[config.mk]
export PLATFORM = sky130hd
export DESIGN_NAME = controlUnit_flat
export DESIGN_NICKNAME = d
export VERILOG_FILES = /design/src/logic/rvCorePkg.sv /design/src/logic/ctrlIf.sv /design/src/logic/controlUnit.sv /design/src/flat_wrapper.sv
export SDC_FILE = /design/constraint.sdc
export NUM_CORES = 1
export LEC_CHECK = 0
export ABC_AREA = 1
export BUFFER_PORTS_ARGS = -buffer_cell sky130_fd_sc_hd__buf_2
export CORE_MARGIN = 1.5
export CORE_UTILIZATION = 45
export DETAILED_ROUTE_END_ITERATION = 10
export PLACE_DENSITY_LB_ADDON = 0.25
export SLEW_MARGIN = 30
export SYNTH_ARGS = -nofsm -noshare
export SYNTH_HDL_FRONTEND = slang
export SYNTH_SLANG_ARGS = --single-unit
[constraint.sdc]
create_clock -name vclk -period 1
set_input_delay 0.05 -clock vclk [all_inputs]
set_output_delay 0.05 -clock vclk [all_outputs]
set_load 0.01 [all_outputs]
[src/logic/rvCorePkg.sv]
`default_nettype none

package rvCorePkg;

    // ALU operation codes, unused 1000 kept free
    typedef enum logic [3:0] {
        ALU_ADD     = 4'b0000,
        ALU_SUB     = 4'b0001,
        ALU_AND     = 4'b0010,
        ALU_OR      = 4'b0011,
        ALU_XOR     = 4'b0100,
        ALU_SLL     = 4'b0101,
        ALU_SRL     = 4'b0110,
        ALU_SRA     = 4'b0111,
        ALU_SLT     = 4'b1001,
        ALU_SLTU    = 4'b1010,
        ALU_PASSB   = 4'b1011,
        ALU_INVALID = 4'b1111
    } aluOpT;

    // Immediate formats
    typedef enum logic [2:0] {
        IMM_I  = 3'b000,
        IMM_IU = 3'b001,
        IMM_S  = 3'b010,
        IMM_B  = 3'b011,
        IMM_U  = 3'b100,
        IMM_J  = 3'b101
    } immSelT;

    // Major opcodes
    typedef enum logic [6:0] {
        OP_LOAD   = 7'b0000011,
        OP_IMM    = 7'b0010011,
        OP_AUIPC  = 7'b0010111,
        OP_STORE  = 7'b0100011,
        OP_REG    = 7'b0110011,
        OP_LUI    = 7'b0110111,
        OP_BRANCH = 7'b1100011,
        OP_JALR   = 7'b1100111,
        OP_JAL    = 7'b1101111
    } opcodeT;

    // Writeback source
    typedef enum logic [1:0] {
        RES_ALU      = 2'b00,
        RES_MEM      = 2'b01,
        RES_PC4      = 2'b10,
        RES_PCTARGET = 2'b11
    } resultSelT;

endpackage

`default_nettype wire

[src/logic/ctrlIf.sv]
`timescale 1ns/1ps
`default_nettype none

interface ctrlIf;
    import rvCorePkg::*;

    // Decoded controls
    aluOpT      aluOp;
    immSelT     immSel;
    logic       aluSrcImm;
    resultSelT  resultSel;
    logic       regWrite;
    logic       memWrite;
    logic       pcJump;
    logic       jumpReg;

    // Instruction fields and ALU flags from the datapath
    opcodeT     opcode;
    logic [2:0] funct3;
    logic       funct7b5;
    logic       zero;
    logic       less;
    logic       lessU;

    modport decoder (
        input  opcode, funct3, funct7b5, zero, less, lessU,
        output aluOp, immSel, aluSrcImm, resultSel, regWrite, memWrite, pcJump, jumpReg
    );

    modport datapath (
        output opcode, funct3, funct7b5, zero, less, lessU,
        input  aluOp, immSel, aluSrcImm, resultSel, regWrite, memWrite, pcJump, jumpReg
    );

endinterface

`default_nettype wire

[src/logic/controlUnit.sv]
`timescale 1ns/1ps
`default_nettype none

module controlUnit (
    ctrlIf.decoder ctrl
);
    import rvCorePkg::*;

    always_comb begin
        // No-op unless an opcode below says otherwise
        ctrl.aluOp     = ALU_INVALID;
        ctrl.immSel    = IMM_I;
        ctrl.aluSrcImm = 1'b0;
        ctrl.resultSel = RES_ALU;
        ctrl.regWrite  = 1'b0;
        ctrl.memWrite  = 1'b0;
        ctrl.pcJump    = 1'b0;
        ctrl.jumpReg   = 1'b0;

        case (ctrl.opcode)
            OP_REG: begin
                ctrl.regWrite = 1'b1;
                case (ctrl.funct3)
                    // funct7 bit 5 picks SUB
                    3'b000: ctrl.aluOp = ctrl.funct7b5 ? ALU_SUB : ALU_ADD;
                    3'b001: ctrl.aluOp = ALU_SLL;
                    3'b010: ctrl.aluOp = ALU_SLT;
                    3'b011: ctrl.aluOp = ALU_SLTU;
                    3'b100: ctrl.aluOp = ALU_XOR;
                    3'b101: ctrl.aluOp = ctrl.funct7b5 ? ALU_SRA : ALU_SRL;
                    3'b110: ctrl.aluOp = ALU_OR;
                    default: ctrl.aluOp = ALU_AND;
                endcase
            end

            OP_IMM: begin
                ctrl.regWrite  = 1'b1;
                ctrl.aluSrcImm = 1'b1;
                case (ctrl.funct3)
                    3'b000: ctrl.aluOp = ALU_ADD;
                    3'b001: begin
                        // SLLI with bit 30 set is not a legal encoding
                        if (!ctrl.funct7b5) begin
                            ctrl.aluOp  = ALU_SLL;
                            ctrl.immSel = IMM_IU;
                        end else begin
                            ctrl.regWrite = 1'b0;
                        end
                    end
                    3'b010: ctrl.aluOp = ALU_SLT;
                    3'b011: begin
                        ctrl.aluOp  = ALU_SLTU;
                        ctrl.immSel = IMM_IU;
                    end
                    3'b100: ctrl.aluOp = ALU_XOR;
                    3'b101: begin
                        ctrl.aluOp  = ctrl.funct7b5 ? ALU_SRA : ALU_SRL;
                        ctrl.immSel = IMM_IU;
                    end
                    3'b110: ctrl.aluOp = ALU_OR;
                    default: ctrl.aluOp = ALU_AND;
                endcase
            end

            // Word access only
            OP_LOAD: begin
                if (ctrl.funct3 == 3'b010) begin
                    ctrl.aluOp     = ALU_ADD;
                    ctrl.aluSrcImm = 1'b1;
                    ctrl.resultSel = RES_MEM;
                    ctrl.regWrite  = 1'b1;
                end
            end

            OP_STORE: begin
                if (ctrl.funct3 == 3'b010) begin
                    ctrl.aluOp     = ALU_ADD;
                    ctrl.aluSrcImm = 1'b1;
                    ctrl.immSel    = IMM_S;
                    ctrl.memWrite  = 1'b1;
                end
            end

            OP_LUI: begin
                ctrl.aluOp     = ALU_PASSB;
                ctrl.aluSrcImm = 1'b1;
                ctrl.immSel    = IMM_U;
                ctrl.regWrite  = 1'b1;
            end

            // pc plus upper immediate comes from the target adder
            OP_AUIPC: begin
                ctrl.aluOp     = ALU_ADD;
                ctrl.immSel    = IMM_U;
                ctrl.resultSel = RES_PCTARGET;
                ctrl.regWrite  = 1'b1;
            end

            OP_JAL: begin
                ctrl.aluOp     = ALU_ADD;
                ctrl.immSel    = IMM_J;
                ctrl.resultSel = RES_PC4;
                ctrl.regWrite  = 1'b1;
                ctrl.pcJump    = 1'b1;
            end

            // Target is rs1 plus immediate, computed in the ALU
            OP_JALR: begin
                ctrl.aluOp     = ALU_ADD;
                ctrl.aluSrcImm = 1'b1;
                ctrl.resultSel = RES_PC4;
                ctrl.regWrite  = 1'b1;
                ctrl.pcJump    = 1'b1;
                ctrl.jumpReg   = 1'b1;
            end

            OP_BRANCH: begin
                ctrl.aluOp  = ALU_SUB;
                ctrl.immSel = IMM_B;
                case (ctrl.funct3)
                    3'b000: ctrl.pcJump = ctrl.zero;
                    3'b001: ctrl.pcJump = ~ctrl.zero;
                    3'b100: ctrl.pcJump = ctrl.less;
                    3'b101: ctrl.pcJump = ~ctrl.less;
                    3'b110: ctrl.pcJump = ctrl.lessU;
                    3'b111: ctrl.pcJump = ~ctrl.lessU;
                    default: ctrl.pcJump = 1'b0;
                endcase
            end

            default: begin
                ctrl.aluOp = ALU_INVALID;
            end
        endcase
    end

endmodule

`default_nettype wire

[src/flat_wrapper.sv]
// flat-port wrapper written by rule: the top's interface ports become plain ports
module controlUnit_flat import rvCorePkg::*;
  (ctrl_opcode, ctrl_funct3, ctrl_funct7b5, ctrl_zero, ctrl_less, ctrl_lessU, ctrl_aluOp, ctrl_immSel, ctrl_aluSrcImm, ctrl_resultSel, ctrl_regWrite, ctrl_memWrite, ctrl_pcJump, ctrl_jumpReg);
  ctrlIf ctrl_i ();
  input wire logic [$bits(ctrl_i.opcode)-1:0] ctrl_opcode;
  input wire logic [$bits(ctrl_i.funct3)-1:0] ctrl_funct3;
  input wire logic [$bits(ctrl_i.funct7b5)-1:0] ctrl_funct7b5;
  input wire logic [$bits(ctrl_i.zero)-1:0] ctrl_zero;
  input wire logic [$bits(ctrl_i.less)-1:0] ctrl_less;
  input wire logic [$bits(ctrl_i.lessU)-1:0] ctrl_lessU;
  output wire logic [$bits(ctrl_i.aluOp)-1:0] ctrl_aluOp;
  output wire logic [$bits(ctrl_i.immSel)-1:0] ctrl_immSel;
  output wire logic [$bits(ctrl_i.aluSrcImm)-1:0] ctrl_aluSrcImm;
  output wire logic [$bits(ctrl_i.resultSel)-1:0] ctrl_resultSel;
  output wire logic [$bits(ctrl_i.regWrite)-1:0] ctrl_regWrite;
  output wire logic [$bits(ctrl_i.memWrite)-1:0] ctrl_memWrite;
  output wire logic [$bits(ctrl_i.pcJump)-1:0] ctrl_pcJump;
  output wire logic [$bits(ctrl_i.jumpReg)-1:0] ctrl_jumpReg;
  assign ctrl_i.opcode = ctrl_opcode;
  assign ctrl_i.funct3 = ctrl_funct3;
  assign ctrl_i.funct7b5 = ctrl_funct7b5;
  assign ctrl_i.zero = ctrl_zero;
  assign ctrl_i.less = ctrl_less;
  assign ctrl_i.lessU = ctrl_lessU;
  assign ctrl_aluOp = ctrl_i.aluOp;
  assign ctrl_immSel = ctrl_i.immSel;
  assign ctrl_aluSrcImm = ctrl_i.aluSrcImm;
  assign ctrl_resultSel = ctrl_i.resultSel;
  assign ctrl_regWrite = ctrl_i.regWrite;
  assign ctrl_memWrite = ctrl_i.memWrite;
  assign ctrl_pcJump = ctrl_i.pcJump;
  assign ctrl_jumpReg = ctrl_i.jumpReg;
  controlUnit u_core (.ctrl(ctrl_i));
endmodule
==> impl_metrics.py <==
metrics = {
    "cells_and_area": {
        "fin_util": 0.902,
        "final_cell_area_sq_mm": 0.00106,
        "seq_cell_count": 0,
        "seq_area_sq_um": 0,
        "antennaDiodeCount": 0,
        "fillers": 59,
        "drive_gt1_frac": 0.548,
        "syn_to_final_growth_pct": 76.2,
        "nets": 171,
        "clock_buffers": 0,
    },
    "worst_setup_path": {
        "crit_top_cell": "buf_6",
        "worst_setup_path_start_kind": "input pin",
        "crit_start": "ctrl_opcode[5]",
        "path_max_fanout": 4,
        "cp.arrival_ps": 960,
        "path_cells": "buf_6 > inv_4 > nand2_1 > nor2_2 > nand2_2 > nand2_4 > a21oi_4 > nand3_2 > buf_6",
        "cp_slowest_cell": "a21oi_4",
        "endpoint_kind": "output port",
        "critical_path_class": "in2out",
        "slowest_delay_ps": 210,
        "required_ps": 950,
    },
    "power_and_ir_drop": {
        "p_switching_uw": 209,
        "power_leakage_nw": 0.582,
        "comb_power_share": 1.000,
        "p_int_uw": 132,
        "cellPowerDensity_mw_per_mm2": 322,
        "power_frac_seq": 0,
        "power.total_uw": 340,
        "ir_drop_v": 0.000204,
        "pwr-share-clk": 0,
        "swShare": 0.613,
    },
    "die": {
        "rows": 12,
        "die_w_um": 39.5,
        "start_util": 0.512,
        "core_sq_mm": 0.00117,
        "die_y_um": 39.5,
        "io_pins": 28,
        "dieArea_sq_mm": 0.00156,
    },
    "grt": {
        "grt_pass1_wl_mm": 2.88,
        "grt_max_degree": 10,
        "grt_use_total": 0.261,
        "antenna_found_initial": 0,
        "grt-ovfl-total": 0,
        "grt_pass1_vias": 707,
    },
    "timing": {
        "slew_viol_final": 0,
        "worst_pin_slew_ps": 248,
        "finalCritPeriodShare": 1.01,
        "setup_ws_ps": -13.8,
        "holdWs_ps": 521,
        "hold_violations": 0,
        "fin_setup_tns_ps": -23.8,
        "slew_headroom": 0.834,
        "setup_viol": 3,
        "rsz0062_at_grt": "true",
        "max_freq_mhz": 986,
        "fin_crit_ps": 1010,
    },
    "logic_synthesis": {
        "yosys.area.top_type": "nand2_1",
        "ys_seq_area_frac": 0,
        "yosysTopAreaCellShare": 0.225,
        "postSynthCellCount": 123,
        "synth.most_common_cell": "nand2_1",
        "synth_top_cells_by_count": "nand2_1, nor2_1, inv_1, nand3_1, inv_2",
        "syn_avg_cell_area_sq_um": 4.87,
        "synth_nets": 137,
        "ys_warn_count": 0,
        "ys_types": 16,
        "netlist_area_sq_um": 599,
        "synthTopCellsByArea": "nand2_1, nor2_1, nand3_1",
    },
    "routing": {
        "viasPerCell": 6.09,
        "wl_mm": 2.82,
        "first_pass_iters": 5,
        "wire_per_inst_um": 16.7,
        "drt_iter0_drc": 98,
        "post-route-drc-count": 0,
        "ant_nets": 0,
        "via_count": 1030,
    },
    "placed_design": {
        "dp.final_hpwl_mm": 1.32,
        "place_congestion": 0.869,
        "dpl_cell_area_sq_um": 753,
        "portBuffers": 28,
    },
    "outcome": {
        "status": "finished with violations",
        "violations": "setup timing",
    },
    "min_path": {
        "holdCritPathClass": "in2out",
        "worstHoldStart": "ctrl_opcode[6]",
    },
    "flow_run": {
        "cap_viol_max_count": 0,
    },
}
stage by stage:
stage	std cells	worst slack, ps
final	169	-13.8
after global routing	169	-111
after CTS	168	0.898
after detailed placement	165	-53.1
after global placement	165	-35.7
after floorplan	123	236
power by group through the flow:
stage	combinational (mW)	sequential (mW)	clock, mW
finish	0.340	0	0
global route	0.357	0	0
CTS	0.232	0	0
detailed placement	0.201	0	0
global placement	0.196	0	0
floorplan	0.130	0	0
cell families (layout without fill, tap and decap cells):
| logic type | count (synthesis) | in the layout | synth area share |
|---|---|---|---|
| buf+inv | 23 | 54 | 0.157 |
| compound gates | 10 | 10 | 0.0960 |
| simple gates | 90 | 91 | 0.747 |
worst max-delay path: cells and delay by family:
kind                   cells  cell delay [ps]
AOI/OAI and AO/OA          1              210
and+or+nand+nor            5              390
buffers and inverters      3              300
what timing repair did:
action	CTS	global route
resized for setup	16	58
pin swaps	10	28
setup endpoints to repair	4	9
gates cloned	1	0
hold buffers	0	0
buffers inserted	2	1
layer usage:
layer | wire length [um] | vias to the layer above | GRT usage
li1 | - | 449 | -
met1 | 991 | 444 | 0.333
met2 | 1310 | 102 | 0.480
met3 | 326 | 35 | 0.0114
met4 | 195 | 0 | 0.0345
met5 | 0 | - | 0
path summary, 6_finish.rpt:
| kind | to | slack (ps) | depth (start not counted) |
|---|---|---|---|
| max | ctrl_aluOp[3] | -10 | 9 |
| min | ctrl_memWrite | 520 | 5 |
cell usage in the layout (no fill, tap or decap), types with 3 or more instances in the layout:
master	instances
nor2_4	6
o21ai_0	4
buf_4	4
nand3_1	8
buf_2	15
nand2_1	28
nor2_1	14
nor2_2	8
buf_6	10
nand3_2	5
nand2_4	7
nand4_1	3
inv_2	4
inv_1	10
inv_4	6
nand2_2	7
layout make-up:
cell class | count | area (sq um) | area share
Inverter | 22 | 113 | 0.107
Tap cell | 14 | 17.5 | 0.0166
Multi-Input combinational cell | 101 | 671 | 0.635
Timing Repair Buffer | 32 | 255 | 0.242
(Power assumes the default switching activity.)
